===== src/core_pkg.sv =====
//////////////////////////////////////////////////////////////////////
// Shared definitions for the integer pipeline slice
// Sizes, credit widths, opcode and ALU enums, stage payload structs
//////////////////////////////////////////////////////////////////////

package core_pkg;

	//////////////////////////////////////////////////////////////////////
	// Sizes

	localparam int XLEN         = 32;
	localparam int REG_ADDR_W   = 5;
	localparam int QUEUE_DEPTH  = 4;
	localparam int QPTR_W       = $clog2(QUEUE_DEPTH);
	// Must hold a full queue worth of credits on flush
	localparam int CREDIT_W     = $clog2(QUEUE_DEPTH + 1);
	localparam int OUT_CREDITS  = 2;
	localparam int OUT_CREDIT_W = $clog2(OUT_CREDITS + 1);

	//////////////////////////////////////////////////////////////////////
	// Encodings

	// Major opcodes handled by decode, anything else is illegal
	typedef enum logic [6:0] {
		OPC_OP_IMM = 7'b0010011,
		OPC_OP     = 7'b0110011,
		OPC_LUI    = 7'b0110111
	} opcode_e;

	typedef enum logic [3:0] {
		ALU_ADD,
		ALU_SUB,
		ALU_AND,
		ALU_OR,
		ALU_XOR,
		ALU_SLT,
		ALU_SLTU,
		ALU_SLL,
		ALU_SRL,
		ALU_SRA,
		ALU_PASS_B
	} alu_op_e;

	//////////////////////////////////////////////////////////////////////
	// Stage payloads

	// Upstream payload and queue entry
	typedef struct packed {
		logic [XLEN-1:0] pc;
		logic [31:0]     instruction;
	} fetch_t;

	// Decode to execute, operand_b already holds the immediate when used
	typedef struct packed {
		logic                  valid;
		logic [XLEN-1:0]       pc;
		alu_op_e               alu_op;
		logic [XLEN-1:0]       operand_a;
		logic [XLEN-1:0]       operand_b;
		logic [REG_ADDR_W-1:0] rd;
		logic                  reg_w;
		logic                  exception;
	} id_exs_t;

	typedef struct packed {
		logic                  valid;
		logic [XLEN-1:0]       pc;
		logic [REG_ADDR_W-1:0] rd;
		logic                  reg_w;
		logic                  exception;
		logic [XLEN-1:0]       result;
	} ex_wb_t;

	// Downstream retire record
	typedef struct packed {
		logic [XLEN-1:0]       pc;
		logic [REG_ADDR_W-1:0] rd;
		logic                  reg_w;
		logic                  exception;
		logic [XLEN-1:0]       result;
	} retire_t;

endpackage


===== src/instr_queue.sv =====
//////////////////////////////////////////////////////////////////////
// Input instruction FIFO with credit return
// Circular buffer, one credit per pop, full occupancy back on flush
//////////////////////////////////////////////////////////////////////
`timescale 1ns/1ns

module instr_queue (
	input  logic                          clk,
	input  logic                          reset,
	input  logic                          flush,
	input  logic                          in_valid,
	input  core_pkg::fetch_t              in_data,
	input  logic                          pop,
	output core_pkg::fetch_t              head,
	output logic                          head_valid,
	output logic [core_pkg::CREDIT_W-1:0] in_credit
);
	import core_pkg::*;

	fetch_t              mem [QUEUE_DEPTH];
	logic [QPTR_W-1:0]   wr_ptr;
	logic [QPTR_W-1:0]   rd_ptr;
	logic [CREDIT_W-1:0] count;
	logic                do_pop;

	// Flush discards the head, so a pop in that cycle moves nothing
	assign do_pop     = pop && head_valid && !flush;
	assign head       = mem[rd_ptr];
	assign head_valid = (count != '0);

	// Count already includes any entry decode takes during the flush
	assign in_credit = flush ? count : CREDIT_W'(do_pop);

	always_ff @(posedge clk) begin
		if (in_valid) begin
			mem[wr_ptr] <= in_data;
		end
	end

	always_ff @(posedge clk) begin
		if (reset) begin
			wr_ptr <= '0;
			rd_ptr <= '0;
			count  <= '0;
		end else if (flush) begin
			// Entry arriving with the flush is kept as the only one
			rd_ptr <= wr_ptr;
			wr_ptr <= wr_ptr + QPTR_W'(in_valid);
			count  <= CREDIT_W'(in_valid);
		end else begin
			if (in_valid) begin
				wr_ptr <= wr_ptr + 1'b1;
			end
			if (do_pop) begin
				rd_ptr <= rd_ptr + 1'b1;
			end
			count <= count + CREDIT_W'(in_valid) - CREDIT_W'(do_pop);
		end
	end

	// Upstream only sends against a held credit
	a_no_write_when_full: assert property (@(posedge clk) disable iff (reset)
		in_valid |-> (count < QUEUE_DEPTH) || do_pop || flush);

endmodule


===== src/reg_file.sv =====
//////////////////////////////////////////////////////////////////////
// Integer register file, 32 x XLEN
// Two read ports with write-through, one write port, x0 fixed at zero
//////////////////////////////////////////////////////////////////////
`timescale 1ns/1ns

module reg_file (
	input  logic                            clk,
	input  logic                            reset,
	input  logic [core_pkg::REG_ADDR_W-1:0] rs1,
	input  logic [core_pkg::REG_ADDR_W-1:0] rs2,
	input  logic                            we,
	input  logic [core_pkg::REG_ADDR_W-1:0] wa,
	input  logic [core_pkg::XLEN-1:0]       wd,
	output logic [core_pkg::XLEN-1:0]       rd1,
	output logic [core_pkg::XLEN-1:0]       rd2
);
	import core_pkg::*;

	logic [XLEN-1:0] regs [32];

	// Architectural state starts at zero
	always_ff @(posedge clk) begin
		if (reset) begin
			for (int i = 0; i < 32; i++) begin
				regs[i] <= '0;
			end
		end else if (we && wa != '0) begin
			regs[wa] <= wd;
		end
	end

	// Bypass the write so decode sees a value retiring this cycle
	assign rd1 = (rs1 == '0) ? '0 : (we && wa == rs1) ? wd : regs[rs1];
	assign rd2 = (rs2 == '0) ? '0 : (we && wa == rs2) ? wd : regs[rs2];

endmodule


===== src/decode_stage.sv =====
//////////////////////////////////////////////////////////////////////
// Decode stage
// Opcode and funct decode, immediates, operand select, RAW stall
//////////////////////////////////////////////////////////////////////
`timescale 1ns/1ns

module decode_stage (
	input  core_pkg::fetch_t                head,
	input  logic                            head_valid,
	input  logic                            pipe_stall,
	input  core_pkg::id_exs_t               id_exs_q,
	input  core_pkg::ex_wb_t                ex_wb_q,
	input  logic                            retiring,
	input  logic [core_pkg::XLEN-1:0]       rd1,
	input  logic [core_pkg::XLEN-1:0]       rd2,
	output logic [core_pkg::REG_ADDR_W-1:0] rs1,
	output logic [core_pkg::REG_ADDR_W-1:0] rs2,
	output logic                            pop,
	output core_pkg::id_exs_t               id_exs_d
);
	import core_pkg::*;

	logic [6:0]            opcode;
	logic [2:0]            funct3;
	logic [6:0]            funct7;
	logic [REG_ADDR_W-1:0] rd_addr;
	logic [XLEN-1:0]       imm_i;
	logic [XLEN-1:0]       imm_u;
	logic                  legal;
	logic                  use_rs1;
	logic                  use_rs2;
	alu_op_e               alu_op;
	logic                  hazard;

	assign opcode  = head.instruction[6:0];
	assign rd_addr = head.instruction[11:7];
	assign funct3  = head.instruction[14:12];
	assign rs1     = head.instruction[19:15];
	assign rs2     = head.instruction[24:20];
	assign funct7  = head.instruction[31:25];
	assign imm_i   = {{20{head.instruction[31]}}, head.instruction[31:20]};
	assign imm_u   = {head.instruction[31:12], 12'b0};

	//////////////////////////////////////////////////////////////////////
	// Operation decode

	always_comb begin
		legal   = 1'b1;
		use_rs1 = 1'b0;
		use_rs2 = 1'b0;
		alu_op  = ALU_ADD;
		case (opcode)
			OPC_OP: begin
				use_rs1 = 1'b1;
				use_rs2 = 1'b1;
				case ({funct7, funct3})
					{7'b0000000, 3'b000}: alu_op = ALU_ADD;
					{7'b0100000, 3'b000}: alu_op = ALU_SUB;
					{7'b0000000, 3'b001}: alu_op = ALU_SLL;
					{7'b0000000, 3'b010}: alu_op = ALU_SLT;
					{7'b0000000, 3'b011}: alu_op = ALU_SLTU;
					{7'b0000000, 3'b100}: alu_op = ALU_XOR;
					{7'b0000000, 3'b101}: alu_op = ALU_SRL;
					{7'b0100000, 3'b101}: alu_op = ALU_SRA;
					{7'b0000000, 3'b110}: alu_op = ALU_OR;
					{7'b0000000, 3'b111}: alu_op = ALU_AND;
					default:              legal  = 1'b0;
				endcase
			end
			OPC_OP_IMM: begin
				use_rs1 = 1'b1;
				case (funct3)
					3'b000: alu_op = ALU_ADD;
					3'b010: alu_op = ALU_SLT;
					3'b011: alu_op = ALU_SLTU;
					3'b100: alu_op = ALU_XOR;
					3'b110: alu_op = ALU_OR;
					3'b111: alu_op = ALU_AND;
					3'b001: begin
						alu_op = ALU_SLL;
						legal  = (funct7 == 7'b0000000);
					end
					default: begin
						// Shift right, funct7 picks logical or arithmetic
						alu_op = (funct7[5]) ? ALU_SRA : ALU_SRL;
						legal  = (funct7 == 7'b0000000) || (funct7 == 7'b0100000);
					end
				endcase
			end
			OPC_LUI: alu_op = ALU_PASS_B;
			default: legal  = 1'b0;
		endcase
	end

	//////////////////////////////////////////////////////////////////////
	// RAW hazard, no forwarding

	// A retiring ex_wb entry is visible through the register file bypass
	function automatic logic raw_hit(input logic [REG_ADDR_W-1:0] rs, input logic used);
		logic in_ex;
		logic in_wb;
		in_ex = id_exs_q.valid && id_exs_q.reg_w && (id_exs_q.rd == rs);
		in_wb = ex_wb_q.valid && ex_wb_q.reg_w && (ex_wb_q.rd == rs) && !retiring;
		return used && (rs != '0) && (in_ex || in_wb);
	endfunction

	assign hazard = raw_hit(rs1, use_rs1 && legal) || raw_hit(rs2, use_rs2 && legal);
	assign pop    = head_valid && !hazard && !pipe_stall;

	always_comb begin
		id_exs_d           = '0;
		id_exs_d.valid     = head_valid && !hazard;
		id_exs_d.pc        = head.pc;
		id_exs_d.alu_op    = alu_op;
		id_exs_d.rd        = rd_addr;
		id_exs_d.reg_w     = legal;
		id_exs_d.exception = !legal;
		if (legal) begin
			id_exs_d.operand_a = use_rs1 ? rd1 : '0;
			if (opcode == OPC_OP) begin
				id_exs_d.operand_b = rd2;
			end else if (opcode == OPC_LUI) begin
				id_exs_d.operand_b = imm_u;
			end else begin
				id_exs_d.operand_b = imm_i;
			end
		end
	end

endmodule


===== src/pipe_register.sv =====
//////////////////////////////////////////////////////////////////////
// Stage register for any packed payload
// Holds on stall, loads a zero bubble on reset or flush
//////////////////////////////////////////////////////////////////////
`timescale 1ns/1ns

module pipe_register #(
	parameter type payload_t = logic
) (
	input  logic     clk,
	input  logic     reset,
	input  logic     stall,
	input  logic     flush,
	input  payload_t d,
	output payload_t q
);

	// All zeros means valid is clear, so the entry is a bubble
	always_ff @(posedge clk) begin
		if (reset || flush) begin
			q <= '0;
		end else if (!stall) begin
			q <= d;
		end
	end

endmodule


===== src/execute_stage.sv =====
//////////////////////////////////////////////////////////////////////
// Execute stage
// Integer ALU producing the writeback entry
//////////////////////////////////////////////////////////////////////
`timescale 1ns/1ns

module execute_stage (
	input  core_pkg::id_exs_t entry,
	output core_pkg::ex_wb_t  result_entry
);
	import core_pkg::*;

	logic [XLEN-1:0] a;
	logic [XLEN-1:0] b;
	logic [4:0]      shamt;
	logic [XLEN-1:0] alu_out;

	assign a     = entry.operand_a;
	assign b     = entry.operand_b;
	assign shamt = b[4:0];

	always_comb begin
		case (entry.alu_op)
			ALU_ADD:    alu_out = a + b;
			ALU_SUB:    alu_out = a - b;
			ALU_AND:    alu_out = a & b;
			ALU_OR:     alu_out = a | b;
			ALU_XOR:    alu_out = a ^ b;
			ALU_SLT:    alu_out = XLEN'($signed(a) < $signed(b));
			ALU_SLTU:   alu_out = XLEN'(a < b);
			ALU_SLL:    alu_out = a << shamt;
			ALU_SRL:    alu_out = a >> shamt;
			ALU_SRA:    alu_out = $signed(a) >>> shamt;
			ALU_PASS_B: alu_out = b;
			default:    alu_out = '0;
		endcase
	end

	always_comb begin
		result_entry.valid     = entry.valid;
		result_entry.pc        = entry.pc;
		result_entry.rd        = entry.rd;
		result_entry.reg_w     = entry.reg_w;
		result_entry.exception = entry.exception;
		// Illegal instructions report zero
		result_entry.result    = entry.exception ? '0 : alu_out;
	end

endmodule


===== src/retire_stage.sv =====
//////////////////////////////////////////////////////////////////////
// Retire stage
// Register write, retire record output, downstream credit counter
//////////////////////////////////////////////////////////////////////
`timescale 1ns/1ns

module retire_stage (
	input  logic                            clk,
	input  logic                            reset,
	input  logic                            flush,
	input  core_pkg::ex_wb_t                entry,
	input  logic                            retire_credit,
	output logic                            pipe_stall,
	output logic                            retiring,
	output logic                            we,
	output logic [core_pkg::REG_ADDR_W-1:0] wa,
	output logic [core_pkg::XLEN-1:0]       wd,
	output logic                            retire_valid,
	output core_pkg::retire_t               retire_data
);
	import core_pkg::*;

	logic [OUT_CREDIT_W-1:0] credits;
	logic                    has_credit;

	assign has_credit   = (credits != '0);
	assign pipe_stall   = entry.valid && !has_credit;
	// A flushed entry is killed here too
	assign retire_valid = entry.valid && has_credit && !flush;
	assign retiring     = retire_valid;

	assign we = retire_valid && entry.reg_w && (entry.rd != '0);
	assign wa = entry.rd;
	assign wd = entry.result;

	assign retire_data.pc        = entry.pc;
	assign retire_data.rd        = entry.rd;
	assign retire_data.reg_w     = entry.reg_w;
	assign retire_data.exception = entry.exception;
	assign retire_data.result    = entry.result;

	// Spend on each record, refill on each returned pulse
	always_ff @(posedge clk) begin
		if (reset) begin
			credits <= OUT_CREDIT_W'(OUT_CREDITS);
		end else begin
			credits <= credits - OUT_CREDIT_W'(retire_valid) + OUT_CREDIT_W'(retire_credit);
		end
	end

	a_credit_range: assert property (@(posedge clk) disable iff (reset)
		credits <= OUT_CREDITS);

	// Downstream returns only what was spent
	a_credit_return: assert property (@(posedge clk) disable iff (reset)
		retire_credit |-> (credits < OUT_CREDITS) || retire_valid);

endmodule


===== src/int_pipeline_top.sv =====
//////////////////////////////////////////////////////////////////////
// Integer pipeline slice top level
// Queue, decode, ID/EX and EX/WB registers, execute, retire, regfile
//////////////////////////////////////////////////////////////////////
`timescale 1ns/1ns

module int_pipeline_top (
	input  logic                          clk,
	input  logic                          reset,
	input  logic                          flush,
	input  logic                          in_valid,
	input  core_pkg::fetch_t              in_data,
	input  logic                          retire_credit,
	output logic [core_pkg::CREDIT_W-1:0] in_credit,
	output logic                          retire_valid,
	output core_pkg::retire_t             retire_data
);
	import core_pkg::*;

	fetch_t                head;
	logic                  head_valid;
	logic                  pop;
	logic                  pipe_stall;
	logic                  retiring;
	id_exs_t               id_exs_d;
	id_exs_t               id_exs_q;
	ex_wb_t                ex_wb_d;
	ex_wb_t                ex_wb_q;
	logic [REG_ADDR_W-1:0] rs1;
	logic [REG_ADDR_W-1:0] rs2;
	logic [XLEN-1:0]       rd1;
	logic [XLEN-1:0]       rd2;
	logic                  we;
	logic [REG_ADDR_W-1:0] wa;
	logic [XLEN-1:0]       wd;

	instr_queue u_queue (
		.clk(clk), .reset(reset), .flush(flush),
		.in_valid(in_valid), .in_data(in_data), .pop(pop),
		.head(head), .head_valid(head_valid), .in_credit(in_credit)
	);

	decode_stage u_decode (
		.head(head), .head_valid(head_valid), .pipe_stall(pipe_stall),
		.id_exs_q(id_exs_q), .ex_wb_q(ex_wb_q), .retiring(retiring),
		.rd1(rd1), .rd2(rd2),
		.rs1(rs1), .rs2(rs2), .pop(pop), .id_exs_d(id_exs_d)
	);

	pipe_register #(.payload_t(id_exs_t)) u_id_exs (
		.clk(clk), .reset(reset), .stall(pipe_stall), .flush(flush),
		.d(id_exs_d), .q(id_exs_q)
	);

	execute_stage u_execute (
		.entry(id_exs_q), .result_entry(ex_wb_d)
	);

	pipe_register #(.payload_t(ex_wb_t)) u_ex_wb (
		.clk(clk), .reset(reset), .stall(pipe_stall), .flush(flush),
		.d(ex_wb_d), .q(ex_wb_q)
	);

	retire_stage u_retire (
		.clk(clk), .reset(reset), .flush(flush),
		.entry(ex_wb_q), .retire_credit(retire_credit),
		.pipe_stall(pipe_stall), .retiring(retiring),
		.we(we), .wa(wa), .wd(wd),
		.retire_valid(retire_valid), .retire_data(retire_data)
	);

	reg_file u_regs (
		.clk(clk), .reset(reset),
		.rs1(rs1), .rs2(rs2),
		.we(we), .wa(wa), .wd(wd),
		.rd1(rd1), .rd2(rd2)
	);

endmodule


===== config.mk =====
export PLATFORM = sky130hd
export DESIGN_NAME = int_pipeline_top
export DESIGN_NICKNAME = d
export VERILOG_FILES = /design/src/core_pkg.sv /design/src/instr_queue.sv /design/src/reg_file.sv /design/src/decode_stage.sv /design/src/pipe_register.sv /design/src/execute_stage.sv /design/src/retire_stage.sv /design/src/int_pipeline_top.sv
export SDC_FILE = /design/constraint.sdc
export NUM_CORES = 2
export LEC_CHECK = 0
export ABC_AREA = 1
export BUFFER_PORTS_ARGS = -buffer_cell sky130_fd_sc_hd__buf_4
export CELL_PAD_IN_SITES_DETAIL_PLACEMENT = 1
export CELL_PAD_IN_SITES_GLOBAL_PLACEMENT = 2
export CORE_MARGIN = 8
export CORE_UTILIZATION = 36
export CTS_BUF_LIST = sky130_fd_sc_hd__clkbuf_4
export DETAILED_ROUTE_END_ITERATION = 6
export PLACE_DENSITY_LB_ADDON = 0.1
export SYNTH_ARGS = -nofsm -noshare
export SYNTH_HDL_FRONTEND = slang
export SYNTH_SLANG_ARGS = --single-unit

===== constraint.sdc =====
create_clock -name clk -period 5.4 [get_ports clk]
set_input_delay 0.54 -clock clk [delete_from_list [all_inputs] [get_ports clk]]
set_output_delay 0.54 -clock clk [all_outputs]
set_load 0.02 [all_outputs]

==> results.md <==
- RSZ-0062 raised after global routing: false
- Number of H-tree levels: 5
- Commonest non-fill, non-tap cell in the layout: nand2_1
- PwrDens: 342.8 mW/mm^2
- Cell variety after synth: between 50 and 60
- Post-CTS Setup Bufs: 0
- # setup viols final: 0
- Vias: ~81000
- Leakage: 35.02 nW
- Outcome: complete, no violations
- Synth warnings: 0
- Area Overhead vs Synth: 12.63%
- Slew Viols, Final: 0
- Tot GR Track Use: 31.50%
- Critical Path Sink Type: output pin
- Final setup TNS: 0 ns
- Nets: 10663
- Fmax: 197.7 MHz
- Max-Cap Viols: 0
- RR Endpoint: u_id_exs.q[32]$_SDFFE_PP0N_
- Drt pass-1 iters: 5
- Worst VDD drop: 0.2237 mV
- DP Area: 0.08598 sq mm
- First-pass GRT wire length: 572.8 mm
- Post-synth EDFFs: 1280
- Initial antenna violation count: 19
- Req. time, crit path: 4.86 ns
- Core ar.: 0.2275 sq mm
- Worst Setup Path Type: register to output pin
- Final HPWL from detailed placement: 242.9 mm
- Max stage delay cell, worst path: dfxtp_4
- Final period utilization: about 94%
- Most frequent cells in the layout: nand2_1, nand3_1, nor2_1
- R2R setup slack: between 1 and 1.5 ns
- Post-synth top flop: edfxtp_1
- Pre-CTS setup slack: 0.7125 ns
- Synthesized instance count: 10390
- Fin crit period: 5.059 ns
- DR vias/cell: 5.859
- Slew @ Worst Pin: 1.174 ns
- Largest buffer count on any clock path: 4
- Worst-path maximum fanout: 44
- Ys async rst share: 0%
- WL/cell: 28.83 um
- Total Wirelength: roughly 400 mm
- CTS tree: done
- Fin area: 0.09289 sq mm
- I/O Pins: around 140
- Hold Crit Class: input pin to register
- Die Span X: 494.6 um
- Final Util: about 41%
- Crit path DAT: 4.52 ns
- GPL Wtd Cong: 0.9146
- Worst-skew pair later-pin latency: 1.46 ns
- Post-route DRC: 0
- R2R depth: 17
- Register area share after synthesis: 51.24%
- Initial Util: between 30% and 40%
- Share of cells above drive strength 1: 11.20%
- Yosys reg bits: ~1500
- Cell mode on critical path: nand2_1
- Worst Setup EP: in_credit[0]
- Clk sinks: roughly 1500
- Starting DRT DRC Count: approximately 7500
- Hold Violations, Final: 0
- Crit start category: register
- Final setup skew: 0.1527 ns
- Die height: 494.6 um
- Grt total ovfl: 0
- PortBufs: 143
- Max-Slew Margin vs Limit: 21.47%
- Antenna Violating Nets Remaining: 0
- Minimum setup slack in the final design: 0.3414 ns
- Die area: 0.2447 sq mm
- Slowest stage delay, CP: between 0.5 and 0.6 ns
- Number of global-route vias before repair: 82740
- Netlist area before placement: between 0.08 and 0.09 sq mm
- Synth Area per Inst: 7.937 sq um
- Worst-path clk slew: 0.06 ns
- CTS Buf Count: 435
- Fillers: 27270
- Critical Path, Cell by Cell: buf_12 > nand2_1 > nand3_4 > nand2_8 > inv_16 > nor2_1 > nor3_1 > nand3_1 > nand2_1 > nand2_1 > nor2_1 > nand2_1 > nand3_2 > nand2_1 > o21a_1 > buf_4
- Row Count: between 150 and 200
- Root buf cell: clkbuf_4
- Largest net degree at the start of global routing: 173
[critical path: cells and delay by family (launching register included)]
kind                   cells  cell delay [ns]
buffers and inverters      3             0.66
flip-flops                 1             0.52
AO/OA/AOI/OAI              1             0.14
AND/OR/NAND/NOR           12             1.74
[cell type report]
cell class	instances	area [sq um]	share of cell area, %
Clock inverter	119	544.3	0.5860
Timing Repair Buffer	543	4807	5.175
Clock buffer	635	4767	5.132
Multi-Input combinational cell	7677	35240	37.94
Antenna cell	14	35.03	0.03772
Sequential cell	1471	42270	45.51
Timing Repair inverter	1	8.758	0.009429
Tap cell	3009	3765	4.053
Inverter	360	1451	1.563
[cell families after synthesis]
logic type      Yosys count  synth area share, %
compound gates         1056                7.255
xor+xnor                 18               0.1912
fa+ha+maj               105                1.620
buf+inv                1275                6.612
flops                  1471                51.24
mux                       8              0.09710
other cells               1             0.004547
simple gates           6456                32.98
[report_power, final]
group	switching, mW	leakage (nW)	internal (mW)
logic	6.21	17.4	1.99
registers	0.214	14.5	12.7
clock network	5.20	3.19	5.48
[stage by stage]
stage	power (mW)	instances	hold WS [ns]
final	31.84	13829	0.1515
after global routing	33.12	13825	0.07246
after CTS	31.98	13815	0.01031
after detailed placement	21.14	12919	0.4655
after global placement	21.06	12919	0.4673
after floorplan	17.68	10421	0.4495
[synth_stat cells, drive strengths merged, types with 5 or more instances]
cell / n / area, sq um
dfxtp: 191 / 3824
xor2: 16 / 140.1
a21oi: 250 / 1251
a211oi: 12 / 90.09
buf: 435 / 2300
o22ai: 77 / 481.7
nand4: 27 / 168.9
o21bai: 35 / 262.8
o21a: 21 / 157.7
ha: 102 / 1276
clkbuf: 480 / 1802
nand2: 2790 / 10490
nor4: 5 / 31.28
or2: 14 / 87.58
a221oi: 16 / 140.1
o21ai: 508 / 2542
a21o: 9 / 67.56
nor2: 1401 / 5266
a31oi: 11 / 68.82
clkinv: 7 / 26.28
mux2i: 8 / 80.08
nor3: 42 / 235.2
edfxtp: 1280 / 38440
inv: 353 / 1325
a21boi: 5 / 37.54
nand3: 2170 / 10870
o221ai: 12 / 105.1
a22oi: 30 / 225.2
o211ai: 51 / 382.9
o2111ai: 8 / 70.07
[metal layers]
metal	vias up	wire, um	global-route usage [%]
met5	-	121	0
met4	20	20820	14.97
met3	1014	28190	5.138
met2	3401	182900	50.95
met1	40996	166600	41.26
li1	35593	-	-
[worst min-delay path by stage]
| stage | startpoint | depth (start not counted) | slack (ns) | end |
|---|---|---|---|---|
| finish | flush | 5 | 0.15 | register |
| global route | flush | 5 | 0.07 | register |
| CTS | flush | 5 | 0.01 | register |
| detailed placement | u_id_exs.q[90]$_SDFFE_PP0N_ | 2 | 0.47 | u_ex_wb.q[54]$_SDFFE_PP0N_ |
| global placement | u_id_exs.q[91]$_SDFFE_PP0N_ | 2 | 0.47 | u_ex_wb.q[55]$_SDFFE_PP0N_ |
| floorplan | u_id_exs.q[75]$_SDFFE_PP0N_ | 2 | 0.45 | u_ex_wb.q[39]$_SDFFE_PP0N_ |
[registers in the layout (all words and copies together), names as in the netlist, named ones only]
name / flops
u_regs.regs: 1024
u_queue.mem: 256
u_id_exs.q: 108
u_ex_wb.q: 72
u_queue.count: 3
u_queue.rd_ptr: 2
u_queue.wr_ptr: 2
u_retire.credits: 2
[what timing repair did]
action / CTS / global route
hold endpoints to repair: 450 / 0
resized for setup: 21 / 7
setup endpoints to repair: 1 / 1
hold buffers: 139 / 0
cloned: 3 / 0
pin swaps: 1 / 0
No activity file was read; power rests on OpenSTA's default activity.
